**src/hdl/rx_io_pkg.sv**
```systemverilog
package rx_io_pkg;

   //##################################################
   //# capture side widths
   //##################################################

   localparam int LANE_W       = 8;            // pins per edge
   localparam int WORD_W       = 2 * LANE_W;   // two edges per cycle
   localparam int SAMPLE_WORDS = 7;            // words per full sample
   localparam int BURST_RELOAD = 3;            // ptr slot for burst words

   typedef logic [LANE_W-1:0] lane_t;          // one edge of rxi_data

   // first half cycle byte in [7:0], second in [15:8]
   typedef logic [WORD_W-1:0] word_t;

   // word k lives at [16k+15:16k]
   typedef logic [SAMPLE_WORDS*WORD_W-1:0] sample_t;

   // one bit per word slot
   typedef logic [SAMPLE_WORDS-1:0] ptr_t;

endpackage

```
**src/hdl/elink_pkg.sv**
```systemverilog
package elink_pkg;

   //##################################################
   //# mesh packet layout
   //##################################################

   localparam int PW       = 104;   // full packet width
   localparam int ADDR_W   = 32;    // dst / src address
   localparam int DATA_W   = 32;    // payload word
   localparam int CTRL_W   = 4;     // ctrlmode field
   localparam int DMODE_W  = 2;     // datamode field

   // one packet as seen by the mesh side
   // [0] access, [1] write, [3:2] datamode, [7:4] ctrlmode
   // [39:8] dstaddr, [71:40] data, [103:72] srcaddr
   typedef logic [PW-1:0]      packet_t;

   typedef logic [ADDR_W-1:0]  addr_t;      // dstaddr or srcaddr
   typedef logic [DATA_W-1:0]  data_t;      // write data
   typedef logic [CTRL_W-1:0]  ctrlmode_t;  // control mode
   typedef logic [DMODE_W-1:0] datamode_t;  // 0=byte .. 3=double

endpackage
```
**src/hdl/erx_io.sv**
```systemverilog
`timescale 1ns/10ps

module erx_io
#(
   parameter int SLOW_RATIO = 4   // burst stream lossless at 4
)
(
   input  logic               rx_lclk,
   input  logic               arst_n,
   input  logic               rxi_frame,
   input  rx_io_pkg::lane_t   rxi_data,
   output logic               rx_access,
   output logic               rx_burst,
   output elink_pkg::packet_t rx_packet
);

   rx_io_pkg::word_t   rx_word;
   logic               rx_frame;
   rx_io_pkg::sample_t rx_sample;
   logic               access;
   logic               burst_detect;
   elink_pkg::packet_t packet_fast;
   logic               burst_fast;
   logic               valid;

   //##################################################
   //# fast domain pipeline
   //##################################################

   rx_ddr_sampler u_sampler (
      .rx_lclk   (rx_lclk),
      .arst_n    (arst_n),
      .rxi_data  (rxi_data),
      .rxi_frame (rxi_frame),
      .rx_word   (rx_word),
      .rx_frame  (rx_frame)
   );

   rx_frame_assembler u_assembler (
      .rx_lclk      (rx_lclk),
      .arst_n       (arst_n),
      .rx_word      (rx_word),
      .rx_frame     (rx_frame),
      .rx_sample    (rx_sample),
      .access       (access),
      .burst_detect (burst_detect)
   );

   rx_packet_unpacker u_unpacker (
      .rx_lclk      (rx_lclk),
      .arst_n       (arst_n),
      .rx_sample    (rx_sample),
      .access       (access),
      .burst_detect (burst_detect),
      .packet_fast  (packet_fast),
      .burst_fast   (burst_fast),
      .valid        (valid)
   );

   // slow phase handoff to the consumer
   rx_slow_handoff #(
      .SLOW_RATIO (SLOW_RATIO)
   ) u_handoff (
      .rx_lclk     (rx_lclk),
      .arst_n      (arst_n),
      .valid       (valid),
      .packet_fast (packet_fast),
      .burst_fast  (burst_fast),
      .rx_access   (rx_access),
      .rx_burst    (rx_burst),
      .rx_packet   (rx_packet)
   );

endmodule

```
**src/hdl/rx_slow_handoff.sv**
```systemverilog
`timescale 1ns/10ps

module rx_slow_handoff
#(
   parameter int SLOW_RATIO = 4   // fast cycles per slow period
)
(
   input  logic               rx_lclk,
   input  logic               arst_n,
   input  logic               valid,
   input  elink_pkg::packet_t packet_fast,
   input  logic               burst_fast,
   output logic               rx_access,
   output logic               rx_burst,
   output elink_pkg::packet_t rx_packet
);

   localparam int             CW   = $clog2(SLOW_RATIO);
   localparam logic [CW-1:0]  LAST = CW'(SLOW_RATIO - 1);

   logic [CW-1:0] phase;      // position inside slow period
   logic [CW-1:0] hold_cnt;   // remaining stretch cycles
   logic          tick;       // last fast cycle of the period
   logic          valid_wide;

   assign tick       = (phase == LAST);
   assign valid_wide = valid | (hold_cnt != '0);   // SLOW_RATIO cycles wide

   //##################################################
   //# counters
   //##################################################

   always_ff @(posedge rx_lclk or negedge arst_n)
   begin
      if (!arst_n)
      begin
         phase    <= '0;
         hold_cnt <= '0;
      end
      else
      begin
         phase <= tick ? '0 : phase + 1'b1;
         if (valid)
            hold_cnt <= LAST;              // covers the following cycles
         else if (hold_cnt != '0)
            hold_cnt <= hold_cnt - 1'b1;
      end
   end

   //##################################################
   //# slow side outputs
   //##################################################

   always_ff @(posedge rx_lclk or negedge arst_n)
   begin
      if (!arst_n)
      begin
         rx_access <= 1'b0;
         rx_burst  <= 1'b0;
         rx_packet <= '0;
      end
      else if (tick)
      begin
         rx_access <= valid_wide;
         if (valid_wide)
         begin
            rx_packet <= packet_fast;   // still stable inside the window
            rx_burst  <= burst_fast;
         end
      end
   end

   // consumer sees one packet per slow period
   a_pkt_hold : assert property (@(posedge rx_lclk) disable iff (!arst_n)
      !tick |=> $stable(rx_packet));

endmodule

```
**src/hdl/rx_packet_unpacker.sv**
```systemverilog
`timescale 1ns/10ps

module rx_packet_unpacker
(
   input  logic                rx_lclk,
   input  logic                arst_n,
   input  rx_io_pkg::sample_t  rx_sample,
   input  logic                access,
   input  logic                burst_detect,
   output elink_pkg::packet_t  packet_fast,
   output logic                burst_fast,
   output logic                valid          // packet_fast just loaded
);

   logic                  pkt_access;
   logic                  pkt_write;
   elink_pkg::datamode_t  datamode;
   elink_pkg::ctrlmode_t  ctrlmode;
   elink_pkg::addr_t      dstaddr;
   elink_pkg::data_t      data;
   elink_pkg::addr_t      srcaddr;

   //##################################################
   //# field extraction
   //##################################################

   assign pkt_access = rx_sample[40];
   assign pkt_write  = rx_sample[41];
   assign datamode   = rx_sample[43:42];
   assign ctrlmode   = rx_sample[15:12];

   // dstaddr is split over the first three words
   assign dstaddr = {rx_sample[11:8],
                     rx_sample[23:16],
                     rx_sample[31:24],
                     rx_sample[39:32],
                     rx_sample[47:44]};

   // bytes arrive msb first on the wire
   assign data    = {rx_sample[55:48], rx_sample[63:56],
                     rx_sample[71:64], rx_sample[79:72]};
   assign srcaddr = {rx_sample[87:80], rx_sample[95:88],
                     rx_sample[103:96], rx_sample[111:104]};

   //##################################################
   //# packet hold
   //##################################################

   always_ff @(posedge rx_lclk)
   begin
      if (access)
         packet_fast <= {srcaddr, data, dstaddr, ctrlmode, datamode,
                         pkt_write, pkt_access};
   end

   always_ff @(posedge rx_lclk or negedge arst_n)
   begin
      if (!arst_n)
      begin
         burst_fast <= 1'b0;
         valid      <= 1'b0;
      end
      else
      begin
         if (access)
            burst_fast <= burst_detect;   // old value, first packet gets 0
         valid <= access;                 // one cycle behind access
      end
   end

   // packets are at least four words apart
   a_valid_pulse : assert property (@(posedge rx_lclk) disable iff (!arst_n)
      valid |=> !valid);

endmodule

```
**src/hdl/rx_frame_assembler.sv**
```systemverilog
`timescale 1ns/10ps

module rx_frame_assembler
(
   input  logic               rx_lclk,
   input  logic               arst_n,
   input  rx_io_pkg::word_t   rx_word,
   input  logic               rx_frame,
   output rx_io_pkg::sample_t rx_sample,
   output logic               access,        // one cycle per full sample
   output logic               burst_detect   // frame ran past a packet
);

   localparam int SAMPLE_WORDS = rx_io_pkg::SAMPLE_WORDS;
   localparam int WORD_W       = rx_io_pkg::WORD_W;
   localparam int LAST         = SAMPLE_WORDS - 1;

   localparam rx_io_pkg::ptr_t PTR_FIRST  = rx_io_pkg::ptr_t'(1);
   localparam rx_io_pkg::ptr_t PTR_RELOAD =
      rx_io_pkg::ptr_t'(1) << rx_io_pkg::BURST_RELOAD;

   rx_io_pkg::ptr_t wr_ptr;   // one hot slot select

   //##################################################
   //# write pointer
   //##################################################

   always_ff @(posedge rx_lclk or negedge arst_n)
   begin
      if (!arst_n)
         wr_ptr <= PTR_FIRST;
      else if (!rx_frame)
         wr_ptr <= PTR_FIRST;                  // idle, wait for new frame
      else if (wr_ptr[LAST])
         wr_ptr <= PTR_RELOAD;                 // expect burst words next
      else
         wr_ptr <= {wr_ptr[LAST-1:0], 1'b0};   // next slot
   end

   //##################################################
   //# sample register
   //##################################################

   // words 0..2 survive a reload, so burst packets keep the header
   always_ff @(posedge rx_lclk)
   begin
      if (rx_frame)
      begin
         for (int i = 0; i < SAMPLE_WORDS; i++)
         begin
            if (wr_ptr[i])
               rx_sample[i*WORD_W +: WORD_W] <= rx_word;
         end
      end
   end

   //##################################################
   //# access strobe and burst tracking
   //##################################################

   always_ff @(posedge rx_lclk or negedge arst_n)
   begin
      if (!arst_n)
      begin
         access       <= 1'b0;
         burst_detect <= 1'b0;
      end
      else
      begin
         access <= wr_ptr[LAST] & rx_frame;   // last slot just written
         if (access && rx_frame)
            burst_detect <= 1'b1;             // still framed after a packet
         else if (!rx_frame)
            burst_detect <= 1'b0;
      end
   end

   // pointer must never lose or duplicate its token
   a_ptr_onehot : assert property (@(posedge rx_lclk) disable iff (!arst_n)
      $onehot(wr_ptr));

endmodule

```
**src/hdl/rx_ddr_sampler.sv**
```systemverilog
`timescale 1ns/10ps

module rx_ddr_sampler
(
   input  logic             rx_lclk,
   input  logic             arst_n,
   input  rx_io_pkg::lane_t rxi_data,   // one byte per clock edge
   input  logic             rxi_frame,
   output rx_io_pkg::word_t rx_word,    // {odd, even}
   output logic             rx_frame
);

   rx_io_pkg::lane_t even_fall;   // caught at the falling edge
   rx_io_pkg::lane_t even_q;      // realigned to rising edge
   rx_io_pkg::lane_t odd_q;       // caught at the rising edge
   logic             frame_s0;
   logic             frame_s1;

   //##################################################
   //# data lanes
   //##################################################

   // even byte is driven in the high half
   always_ff @(negedge rx_lclk)
      even_fall <= rxi_data;

   // same edge pipelined, both halves leave together
   always_ff @(posedge rx_lclk)
   begin
      even_q  <= even_fall;
      odd_q   <= rxi_data;            // odd byte from the low half
      rx_word <= {odd_q, even_q};     // first byte in low half
   end

   //##################################################
   //# frame, matched to the word latency
   //##################################################

   always_ff @(posedge rx_lclk or negedge arst_n)
   begin
      if (!arst_n)
      begin
         frame_s0 <= 1'b0;
         frame_s1 <= 1'b0;
         rx_frame <= 1'b0;
      end
      else
      begin
         frame_s0 <= rxi_frame;   // edge N
         frame_s1 <= frame_s0;
         rx_frame <= frame_s1;    // out at N+2 with the word
      end
   end

endmodule

```
**config.mk**
```make
export PLATFORM = sky130hd
export DESIGN_NAME = erx_io
export DESIGN_NICKNAME = d
export VERILOG_FILES = /design/src/hdl/rx_io_pkg.sv /design/src/hdl/elink_pkg.sv /design/src/hdl/erx_io.sv /design/src/hdl/rx_slow_handoff.sv /design/src/hdl/rx_packet_unpacker.sv /design/src/hdl/rx_frame_assembler.sv /design/src/hdl/rx_ddr_sampler.sv
export SDC_FILE = /design/constraint.sdc
export NUM_CORES = 1
export LEC_CHECK = 0
export BUFFER_PORTS_ARGS = -buffer_cell sky130_fd_sc_hd__buf_2
export CELL_PAD_IN_SITES_DETAIL_PLACEMENT = 0
export CELL_PAD_IN_SITES_GLOBAL_PLACEMENT = 1
export CORE_MARGIN = 8
export CORE_UTILIZATION = 40
export CTS_CLUSTER_DIAMETER = 80
export CTS_CLUSTER_SIZE = 20
export DETAILED_ROUTE_END_ITERATION = 10
export PLACE_DENSITY = 0.77
export SLEW_MARGIN = 20
export SYNTH_ARGS = -nofsm -noshare
export SYNTH_HDL_FRONTEND = slang
export SYNTH_SLANG_ARGS = --single-unit
```
**constraint.sdc**
```tcl
create_clock -name rx_lclk -period 3.2 [get_ports rx_lclk]
set_input_delay 0.32 -clock rx_lclk [delete_from_list [all_inputs] [get_ports rx_lclk]]
set_output_delay 0.32 -clock rx_lclk [all_outputs]
set_load 0.05 [all_outputs]
```
==> impl_results.md, run 1 <==
- Total CTS buffers: 22
- CP Depth: 2
- Hold Startpoint: u_sampler.even_q[7]$_DFF_P_
- Yosys top cell area share: 53.8%
- Outcome: finished clean
- Cell area after synthesis: 11600 µm²
- WP data required: 2.06 ns
- Port-buffer cells: 116
- Die Y: 186 µm
- Final hold violation count: 0
- Cell total after placement: 1016
- Max cap viols: 0
- WHS Endpoint: u_sampler.rx_word[7]$_DFF_P_
- Critical path buffers and inverters: 2
- Final Wtd Congestion: 0.710
- Core area: 28600 µm²
- YS warnings: 0
- Slew @ Worst Pin: 1.05 ns
- Hold Crit Class: reg2reg
- CP Launch Type: input port
- Max-slew headroom: 29.7%
- Flops & latches, synth: 372
- Share of cells above drive strength 1: 32.1%
- Synth Net Count: 534
- Overall Global Routing Usage: 11.4%
- Finished Layout Cells: 1073
- Total number of vias: 4852
- Ant diodes: 0
- Flop2flop setup slack: 1.10 ns
- Delay-heaviest family, CP: buffers and inverters
- Antenna Nets Post-Route: 0
- Critical Path Slowest Stage Cell: dlygate4sd3_1
- Initial antenna violation count: 0
- Max incr delay on CP: 0.54 ns
- Area added between synthesis and finish: 16.3%
- Leak Pwr: 5.18 nW
- Max Root-Sink Buffers: 3
- Worst r2r path cells: 6
- Final setup TNS: 0 ns
- Register area share after synthesis: 87.4%
- # H-tree levels: 1
- Crit-path max FO: 2
- Maximum vdd drop: 0.000547 V
- RSZ-0062 raised after global routing: false
- Root buffer cell: clkbuf_16
- Vias in the first global route: 5159
- Chip Width: 186 µm
- Worst r2r src: u_handoff.hold_cnt[0]$_DFFE_PN0P_
- Post-Syn Area per Cell: 22.3 µm²
- Slew Limit Fails: 0
- DRT iter0 DRCs: 266
- Die ar.: 34800 µm²
- Clock skew: 0.0661 ns
- Hpwl dp: 12500 µm
- Final nets: 686
- Top post-synthesis cells by area: edfxtp_1 54%, dfrtp_1 26%, dfxtp_1 6.9%
- Crit Reg-Reg Endpoint: u_handoff.rx_packet[55]$_DFFE_PN0P_
- Via/cell ratio: 4.52
- IO Pins: 117
- Worst path cell trace: dlygate4sd3_1, buf_2
- # Post-CTS Setup Buffers: 0
- Mapped Cells: 521
- Global-route wire length before repair: 31100 µm
- Critical Path End Type: register
- TritonCTS clock tree: built
- DRC viols: 0
- Power Density: 869 nW/µm²
- Grt total ovfl: 0
- Final core utilization: 47.2%
- Top cell type by total area after synthesis: edfxtp_1
- Site row count: 62
- Synth cell types: 18
- Drt wl/cell: 18.6 µm
- Crit Path Category: in2reg
- WHS Path Cells: 0
- Clk slew on worst S/H paths: 0.07 ns
- Pre-antenna DRT Iters: 5
- Worst-Skew Late Latency: 0.58 ns
- Worst endpoint data arrival time: 0.99 ns
- WL final: 19900 µm
- Largest net degree at the start of global routing: 68
- Setup violators final: 0
- Clk sink count: 372
- Starting Density: 40.6%
[per-stage QoR]
step	worst slack, ns	instance area [µm²]	total power, W	hold WS [ns]
detailed placement	1.06	12700	0.00897	0.312
global placement	1.07	12700	0.00892	0.314
floorplan	0.149	11600	0.00817	0.0244
finish	1.06	13500	0.0117	0.330
CTS	1.07	13500	0.0119	0.331
global route	0.984	13500	0.0123	0.344
[layer usage]
metal / GRT usage, % / up-vias / wire length [µm]
li1: - / 2220 / -
met1: 15.3 / 2511 / 8910
met2: 18.3 / 93 / 9520
met3: 3.08 / 28 / 1190
met4: 2.46 / 0 / 290
met5: 0 / - / 0
[cells by family after synthesis]
kind of cell,after synthesis,synth area share (%)
compound gates,3,0.194
xor+xnor,1,0.0754
fa+ha+maj,2,0.215
buf+inv,17,0.937
flops,372,87.4
mux,106,10.3
simple gates,20,0.926
[what timing repair did]
action | 4_1_cts | 5_1_grt
endpoints found under the hold margin | 74 | 0
resized for setup | 0 | 0
hold buffers | 10 | 0
[sequential cells by signal, summed over array words and instances, names as in the netlist, 2 cells and up]
name and flops:
u_handoff.phase 2, u_assembler.rx_sample 104, u_sampler.even_fall 8, u_sampler.rx_word 16
u_sampler.even_q 8, u_assembler.wr_ptr 7, u_handoff.hold_cnt 2, u_handoff.rx_packet 104
u_unpacker.packet_fast 104, u_sampler.odd_q 8
[final cells by class]
class / count / area [µm²]
tap: 384 / 480
clock inverter: 14 / 95.1
sequential: 372 / 10200
timing repair buffer: 132 / 782
fill: 2406 / 15100
multi-input combinational: 132 / 1370
inverter: 5 / 18.8
clock buffer: 34 / 619
[Yosys cell counts, drive strengths merged]
library cell	instances
edfxtp	208
dfrtp	123
mux2	106
dfxtp	40
and2	12
buf	11
nor2	7
inv	6
ha	2
o21ai	2
a211o	1
dfstp	1
nand2b	1
xor2	1
[power by group]
| group | internal (W) | leakage (nW) | switching [W] |
|---|---|---|---|
| combinational | 0.000683 | 1.11 | 0.00220 |
| sequential | 0.00560 | 3.68 | 0.000319 |
| clock | 0.00148 | 0.389 | 0.00146 |
[how the worst max path moves through the flow]
| stage | from | end | slack, ns |
|---|---|---|---|
| 6_report | rxi_data[5] | u_sampler.even_fall[5]$_DFF_N_ | 1.06 |
| 3_3_place_gp | rxi_data[1] | u_sampler.even_fall[1]$_DFF_N_ | 1.07 |
| 2_1_floorplan | u_assembler.access$_DFF_PN0_ | u_unpacker.burst_fast$_DFFE_PN0P_ | 0.15 |
| 4_1_cts | u_handoff.hold_cnt[0]$_DFFE_PN0P_ | u_handoff.rx_packet[62]$_DFFE_PN0P_ | 1.07 |
| 5_1_grt | u_handoff.hold_cnt[0]$_DFFE_PN0P_ | u_handoff.rx_packet[41]$_DFFE_PN0P_ | 0.98 |
| 3_5_place_dp | rxi_data[4] | u_sampler.even_fall[4]$_DFF_N_ | 1.06 |
[cells in the final DEF (no fill, tap or decap)]
master,count
inv_4,1
buf_6,1
dfrtp_4,1
buf_4,2
xor2_1,1
mux2_2,67
buf_12,4
nand2b_1,1
inv_2,1
clkbuf_2,2
clkinv_1,1
dfstp_2,1
mux2_1,39
bufinv_16,1
o21ai_0,1
edfxtp_1,208
dlygate4sd3_1,10
and2_1,12
a211o_1,1
o21ai_4,1
ha_1,2
dfrtp_1,122
inv_1,14
buf_2,115
clkbuf_16,23
dfxtp_1,40
nor2_1,7
clkbuf_1,9
bufinv_8,1
Power figures use the tool's default switching activity.
==> run 2: changes to the inputs <==
--- a/config.mk
+++ b/config.mk
@@ -13,7 +13,7 @@
 export CTS_CLUSTER_DIAMETER = 80
 export CTS_CLUSTER_SIZE = 20
 export DETAILED_ROUTE_END_ITERATION = 10
-export PLACE_DENSITY = 0.77
+export PLACE_DENSITY = 0.74
 export SLEW_MARGIN = 20
 export SYNTH_ARGS = -nofsm -noshare
 export SYNTH_HDL_FRONTEND = slang
==> constraint.sdc (replaced) <==
create_clock -name rx_lclk -period 2 [get_ports rx_lclk]
set_input_delay 0.2 -clock rx_lclk [delete_from_list [all_inputs] [get_ports rx_lclk]]
set_output_delay 0.2 -clock rx_lclk [all_outputs]
set_load 0.05 [all_outputs]
==> run 2 against run 1 <==
Total power increased by 58%. Critical path type is now reg2reg. Sequential power increased by 60%. Register-to-register slack got worse by 0.95 ns. Sequential cell count unchanged. Clock skew increased by 0.0030 ns. Critical endpoint is now u_handoff.rx_packet[42]$_DFFE_PN0P_. Combinational power increased by 62%. Utilization increased by 0.30 points. Worst setup slack got worse by 0.91 ns. Via count decreased by 0.76%. Hold slack got worse by 0.18 ns. Critical path depth increased by 4.
==> impl_results.md, run 2 (same netlist as run 1, synthesis figures left out) <==
- Outcome: finished clean (unchanged)
- # H-tree levels: 1 (unchanged)
- Leak Pwr: 5.21 nW (was 5.18 nW)
- Worst-Skew Late Latency: 0.58 ns (about the same)
- Crit Path Category: reg2reg (was in2reg)
- Final nets: 694 (was 686)
- Drt wl/cell: 18.4 µm (was 18.6 µm)
- Core area: 28600 µm² (unchanged)
- DRC viols: 0 (unchanged)
- Overall Global Routing Usage: 11.4% (about the same)
- Fmax achieved: 0.541 GHz
- WP data required: 2.41 ns (was 2.06 ns)
- Setup violators final: 0 (unchanged)
- Total CTS buffers: 22 (unchanged)
- Hold Crit Class: in2async (was reg2reg)
- Post-route minimum period: 1.85 ns
- Max-slew headroom: 64.5% (was 29.7%)
- Worst path cell trace: inv_1, ha_1, inv_2, o21ai_4, buf_12, mux2_2 (was dlygate4sd3_1, buf_2)
- RSZ-0062 raised after global routing: false (unchanged)
- Max cap viols: 0 (unchanged)
- Pre-antenna DRT Iters: 4 (was 5)
- WL final: 19900 µm (about the same)
- Slew @ Worst Pin: 0.533 ns (was 1.05 ns)
- Starting Density: 40.6% (unchanged)
- Initial antenna violation count: 1 (was 0)
- Power Density: 1370 nW/µm² (was 869 nW/µm²)
- Max Root-Sink Buffers: 3 (unchanged)
- Area added between synthesis and finish: 17.1% (was 16.3%)
- TritonCTS clock tree: built (unchanged)
- Delay-heaviest family, CP: buffers and inverters (unchanged)
- Final core utilization: 47.5% (was 47.2%)
- Total number of vias: 4815 (was 4852)
- Fin crit share: 92.3%
- Root buffer cell: clkbuf_16 (unchanged)
- # Post-CTS Setup Buffers: 0 (unchanged)
- CP Launch Type: register (was input port)
- Site row count: 62 (unchanged)
- Clock skew: 0.0691 ns (was 0.0661 ns)
- Clk slew on worst S/H paths: 0.08 ns (was 0.07 ns)
- Critical Path Slowest Stage Cell: dfrtp_1 (was dlygate4sd3_1)
- Critical Path End Type: register (unchanged)
- Global-route wire length before repair: 31100 µm (about the same)
- Die Y: 186 µm (unchanged)
- Critical path buffers and inverters: 3 (was 2)
- Most frequent cells in the layout: 208 x edfxtp_1, 122 x dfrtp_1, 115 x buf_2 (unchanged)
- Max incr delay on CP: 0.40 ns (was 0.54 ns)
- Cell total after placement: 1024 (was 1016)
- Maximum vdd drop: 0.000675 V (was 0.000547 V)
- IO Pins: 117 (unchanged)
- Port-buffer cells: 116 (unchanged)
- Finished Layout Cells: 1082 (was 1073)
- Via/cell ratio: 4.45 (was 4.52)
- Chip Width: 186 µm (unchanged)
- DRT iter0 DRCs: 299 (was 266)
- Final hold violation count: 0 (unchanged)
- Share of cells above drive strength 1: 32.3% (was 32.1%)
- Vias in the first global route: 5289 (was 5159)
- Grt total ovfl: 0 (unchanged)
- Hpwl dp: 13400 µm (was 12500 µm)
- Commonest non-fill, non-tap cell in the layout: edfxtp_1 (unchanged)
- Final Wtd Congestion: 0.761 (was 0.710)
- Slew Limit Fails: 0 (unchanged)
- CTS Hold Buffers Added: 10 (unchanged)
- Die ar.: 34800 µm² (unchanged)
- Leading registers by flop count: u_assembler.rx_sample: 104 flops, u_handoff.rx_packet: 104 flops, u_unpacker.packet_fast: 104 flops (unchanged)
- Clk sink count: 372 (unchanged)
- Final setup TNS: 0 ns (unchanged)
- Largest net degree at the start of global routing: 67 (was 68)
- Cts repair resizes: 0 (unchanged)
- Worst endpoint data arrival time: 2.26 ns (was 0.99 ns)
- Crit-path max FO: 66 (was 2)
- Antenna Nets Post-Route: 0 (unchanged)
## run 2: changes by cell type in the layout (fill, tap and decap cells not counted), moves of 2 or more
cell / change
buf_12: +5
buf_4: +3
inv_1: -2
clkbuf_2: -2
clkinv_1: +7
## run 2: cell type report
cell class | instances | area, µm²
clock inverters | 17 | 68.8
well taps | 384 | 480
fillers | 2388 | 15000
flip-flops and latches | 372 | 10200
diodes | 1 | 2.50
inverters | 5 | 18.8
multi-input cells | 132 | 1370
clock buffers | 31 | 606
repair buffers | 140 | 905
## run 2: path summary, 6_finish.rpt
kind	start	to	slack, ns	depth (start not counted)
worst max-delay path	u_handoff.hold_cnt[0]$_DFFE_PN0P_	u_handoff.rx_packet[42]$_DFFE_PN0P_	0.15	6
worst max register to register	u_handoff.hold_cnt[0]$_DFFE_PN0P_	u_handoff.rx_packet[42]$_DFFE_PN0P_	0.15	6
min in group rx_lclk	rxi_frame	u_sampler.frame_s0$_DFF_PN0_	0.31	2
max in group asynchronous	arst_n	u_handoff.rx_packet[86]$_DFFE_PN0P_	1.08	3
worst min register to register	u_sampler.even_q[3]$_DFF_P_	u_sampler.rx_word[3]$_DFF_P_	0.32	0
worst min-delay path	arst_n	u_handoff.rx_packet[39]$_DFFE_PN0P_	0.16	2
## run 2: worst register-to-register path, stage by stage (launching register included)
cell     delay [ns]
dfrtp_1        0.40
inv_1          0.06
ha_1           0.24
inv_2          0.06
o21ai_4        0.19
buf_12         0.31
mux2_2         0.47
## run 2: per-stage QoR
| stage | area [µm²] | total power, W | hold slack (ns) | worst slack [ns] |
|---|---|---|---|---|
| global placement | 12800 | 0.0143 | 0.142 | 0.244 |
| floorplan | 11600 | 0.0131 | -0.0956 | 0.377 |
| detailed placement | 12800 | 0.0144 | 0.155 | 0.157 |
| CTS | 13600 | 0.0189 | 0.159 | 0.152 |
| global route | 13600 | 0.0195 | 0.170 | 0.0190 |
| finish | 13600 | 0.0186 | 0.155 | 0.153 |
## run 2: layer usage
metal	global-route usage, %	up-vias	part of all wire (%)
met5	0	-	0
met4	2.74	0	1.8
met3	2.83	26	4.9
met2	19.1	105	49
met1	14.8	2453	44
li1	-	2231	-
## run 2: where the power goes
part           switching (W)  internal (W)
logic                0.00355       0.00110
clock network        0.00232       0.00215
registers           0.000480       0.00896
total                0.00635        0.0122
==> run 3: changes to the inputs <==
--- a/config.mk
+++ b/config.mk
@@ -6,7 +6,7 @@
 export NUM_CORES = 1
 export LEC_CHECK = 0
 export BUFFER_PORTS_ARGS = -buffer_cell sky130_fd_sc_hd__buf_2
-export CELL_PAD_IN_SITES_DETAIL_PLACEMENT = 0
+export CELL_PAD_IN_SITES_DETAIL_PLACEMENT = 1
 export CELL_PAD_IN_SITES_GLOBAL_PLACEMENT = 1
 export CORE_MARGIN = 8
 export CORE_UTILIZATION = 40
==> constraint.sdc (replaced) <==
create_clock -name rx_lclk -period 2 [get_ports rx_lclk]
set_input_delay 0.2 -clock rx_lclk [delete_from_list [all_inputs] [get_ports rx_lclk]]
set_output_delay 0.2 -clock rx_lclk [all_outputs]
set_load 0.005 [all_outputs]
==> run 3 against run 2 <==
Clock skew increased by 0.0061 ns. Sequential power about the same. Register-to-register slack got worse by 0.05 ns. Sequential share of layout area decreased by 0.13 points. Worst setup slack got worse by 0.052 ns. Sequential cell count unchanged. Largest cell class unchanged.
==> impl_results.md, run 3 (same netlist as run 1, synthesis figures left out) <==
- WL final: 21500 µm (was 19900 µm)
- Root buffer cell: clkbuf_16 (unchanged)
- Crit-path max FO: 66 (unchanged)
- Final setup TNS: 0 ns (unchanged)
- Finished Layout Cells: 1081 (was 1082)
- Grt total ovfl: 0 (unchanged)
- Critical Path End Type: register (unchanged)
- Share of cells above drive strength 1: 33.0% (was 32.3%)
- Largest net degree at the start of global routing: 67 (unchanged)
- Clk sink count: 372 (unchanged)
- Antenna Nets Post-Route: 0 (unchanged)
- Maximum vdd drop: 0.000445 V (was 0.000675 V)
- Starting Density: 40.6% (unchanged)
- DRC viols: 0 (unchanged)
- Via/cell ratio: 4.52 (was 4.45)
- Crit Reg-Reg Endpoint: u_handoff.rx_packet[61]$_DFFE_PN0P_ (was u_handoff.rx_packet[42]$_DFFE_PN0P_)
- Post-route design area: 13600 µm² (about the same)
- Cts repair resizes: 0 (unchanged)
- Net Sw Frac: 22.8% (was 34.2%)
- Gate power share: 11.8% (was 25.1%)
- Global-route wire length before repair: 33600 µm (was 31100 µm)
- Leak Pwr: 5.23 nW (was 5.21 nW)
- Initial antenna violation count: 0 (was 1)
- Post-route minimum period: 1.90 ns (was 1.85 ns)
- Worst r2r path cells: 6 (unchanged)
- Clock power frac: 29.0% (was 24.1%)
- Total CTS buffers: 22 (unchanged)
- Final nets: 694 (unchanged)
- P_sw: 0.00364 W (was 0.00635 W)
- Worst path cell trace: inv_1, ha_1, inv_2, o21ai_4, buf_12, mux2_2 (unchanged)
- Pre-antenna DRT Iters: 4 (unchanged)
- Setup violators final: 0 (unchanged)
- Cell total after placement: 1024 (unchanged)
- Slew Limit Fails: 0 (unchanged)
- Final hold violation count: 0 (unchanged)
- Overall Global Routing Usage: 12.3% (was 11.4%)
- Worst r2r src: u_handoff.hold_cnt[0]$_DFFE_PN0P_ (unchanged)
- Worst endpoint data arrival time: 2.30 ns (was 2.26 ns)
- Die ar.: 34800 µm² (unchanged)
- Worst-Skew Late Latency: 0.58 ns (about the same)
- Hpwl dp: 14800 µm (was 13400 µm)
- Clock skew: 0.0752 ns (was 0.0691 ns)
- Design Power: 0.0160 W (was 0.0186 W)
- Critical Path Slowest Stage Cell: dfrtp_1 (unchanged)
- Chip Width: 186 µm (unchanged)
- DP Area: 12800 µm² (unchanged)
- Crit Path Category: reg2reg (unchanged)
- IO Pins: 117 (unchanged)
- Slew @ Worst Pin: 0.540 ns (was 0.533 ns)
- # H-tree levels: 1 (unchanged)
- Leading registers by flop count: u_assembler.rx_sample: 104 flops, u_handoff.rx_packet: 104 flops, u_unpacker.packet_fast: 104 flops (unchanged)
- # Post-CTS Setup Buffers: 0 (unchanged)
- CP Launch Type: register (unchanged)
- Site row count: 62 (unchanged)
- Commonest non-fill, non-tap cell in the layout: edfxtp_1 (unchanged)
- Internal power: 0.0123 W (was 0.0122 W)
- Area added between synthesis and finish: 17.3% (was 17.1%)
- Fin crit share: 94.9% (was 92.3%)
- Flop2flop setup slack: 0.10 ns (was 0.15 ns)
- Drt wl/cell: 19.9 µm (was 18.4 µm)
- Total number of vias: 4891 (was 4815)
- Hold slack: 0.164 ns (was 0.155 ns)
- Most frequent cells in the layout: 208 x edfxtp_1, 122 x dfrtp_1, 115 x buf_2 (unchanged)
- Outcome: finished clean (unchanged)
- Max Root-Sink Buffers: 3 (unchanged)
- Hold Crit Class: in2async (unchanged)
- Crit path to: u_handoff.rx_packet[61]$_DFFE_PN0P_ (was u_handoff.rx_packet[42]$_DFFE_PN0P_)
- Ant diodes: 0 (was 1)
- DRT iter0 DRCs: 237 (was 299)
- Fmax achieved: 0.527 GHz (was 0.541 GHz)
- Core area: 28600 µm² (unchanged)
- Max incr delay on CP: 0.41 ns (was 0.40 ns)
- Clk slew on worst S/H paths: 0.08 ns (about the same)
- Max cap viols: 0 (unchanged)
- Setup crit start: u_handoff.hold_cnt[0]$_DFFE_PN0P_ (unchanged)
- RSZ-0062 raised after global routing: false (unchanged)
- TritonCTS clock tree: built (unchanged)
- Port-buffer cells: 116 (unchanged)
- WP data required: 2.40 ns (was 2.41 ns)
- Final Wtd Congestion: 0.761 (unchanged)
- Reg power frac: 59.2% (was 50.9%)
- Max-slew headroom: 64.0% (was 64.5%)
- Die Y: 186 µm (unchanged)
- Vias in the first global route: 5626 (was 5289)
- Power Density: 1170 nW/µm² (was 1370 nW/µm²)
## run 3: changes by cell type in the layout (fill, tap and decap cells not counted)
cell,change
inv_6,-1
clkbuf_2,+2
clkinv_1,-8
diode_2,-1
clkbuf_1,+3
clkbuf_4,+2
inv_8,+1
bufinv_8,+1
## run 3: metrics by stage
stage / utilization, % / setup WS, ns
2_1_floorplan: - / 0.377
3_3_place_gp: 44.8 / 0.244
3_5_place_dp: 44.8 / 0.129
4_1_cts: 47.6 / 0.115
5_1_grt: 47.6 / 0.0347
6_report: 47.6 / 0.101
## run 3: area by class of cell
type / count / area [µm²]
clock buffers: 38 / 642
clock inverters: 10 / 58.8
fillers: 2612 / 15000
inverters: 5 / 18.8
multi-input cells: 132 / 1370
flip-flops and latches: 372 / 10200
well taps: 384 / 480
repair buffers: 140 / 905
## run 3: power by group through the flow
stage	combinational (W)	clock [W]	sequential (W)
after floorplan	0.000705	0.0000278	0.00960
after global placement	0.00185	0.0000278	0.00958
after detailed placement	0.00195	0.0000278	0.00966
after CTS	0.00197	0.00481	0.00950
after global routing	0.00211	0.00508	0.00960
final	0.00188	0.00463	0.00946
## run 3: worst min-delay path by stage
stage	from	endpoint	depth (start not counted)
global route	arst_n	u_handoff.rx_packet[42]$_DFFE_PN0P_	2
finish	arst_n	u_handoff.rx_packet[42]$_DFFE_PN0P_	2
floorplan	arst_n	u_assembler.burst_detect$_DFFE_PN0P_	0
CTS	arst_n	u_handoff.rx_packet[42]$_DFFE_PN0P_	2
detailed placement	arst_n	u_handoff.rx_packet[42]$_DFFE_PN0P_	1
global placement	arst_n	u_handoff.rx_packet[40]$_DFFE_PN0P_	1
## run 3: worst max-delay path, delay by kind of cell (launching register included)
kind                     cells  cell delay [ns]
multiplexers                 1             0.40
flip-flops                   1             0.41
adder cells (fa/ha/maj)      1             0.25
AO/OA/AOI/OAI                1             0.19
buffers and inverters        3             0.44
## run 3: timing repair
item | 4_1_cts | 5_1_grt
endpoints found under the hold margin | 49 | 0
endpoints found under the setup margin | 0 | 0
hold buffers | 10 | 0
## run 3: per-layer routing
metal / global-route usage [%] / routed length (µm) / vias to the layer above / part of all wire (%)
li1: - / - / 2218 / -
met1: 15.4 / 9130 / 2537 / 42
met2: 21.7 / 11000 / 111 / 51
met3: 2.67 / 1140 / 25 / 5.3
met4: 2.37 / 287 / 0 / 1.3
met5: 0 / 0 / - / 0
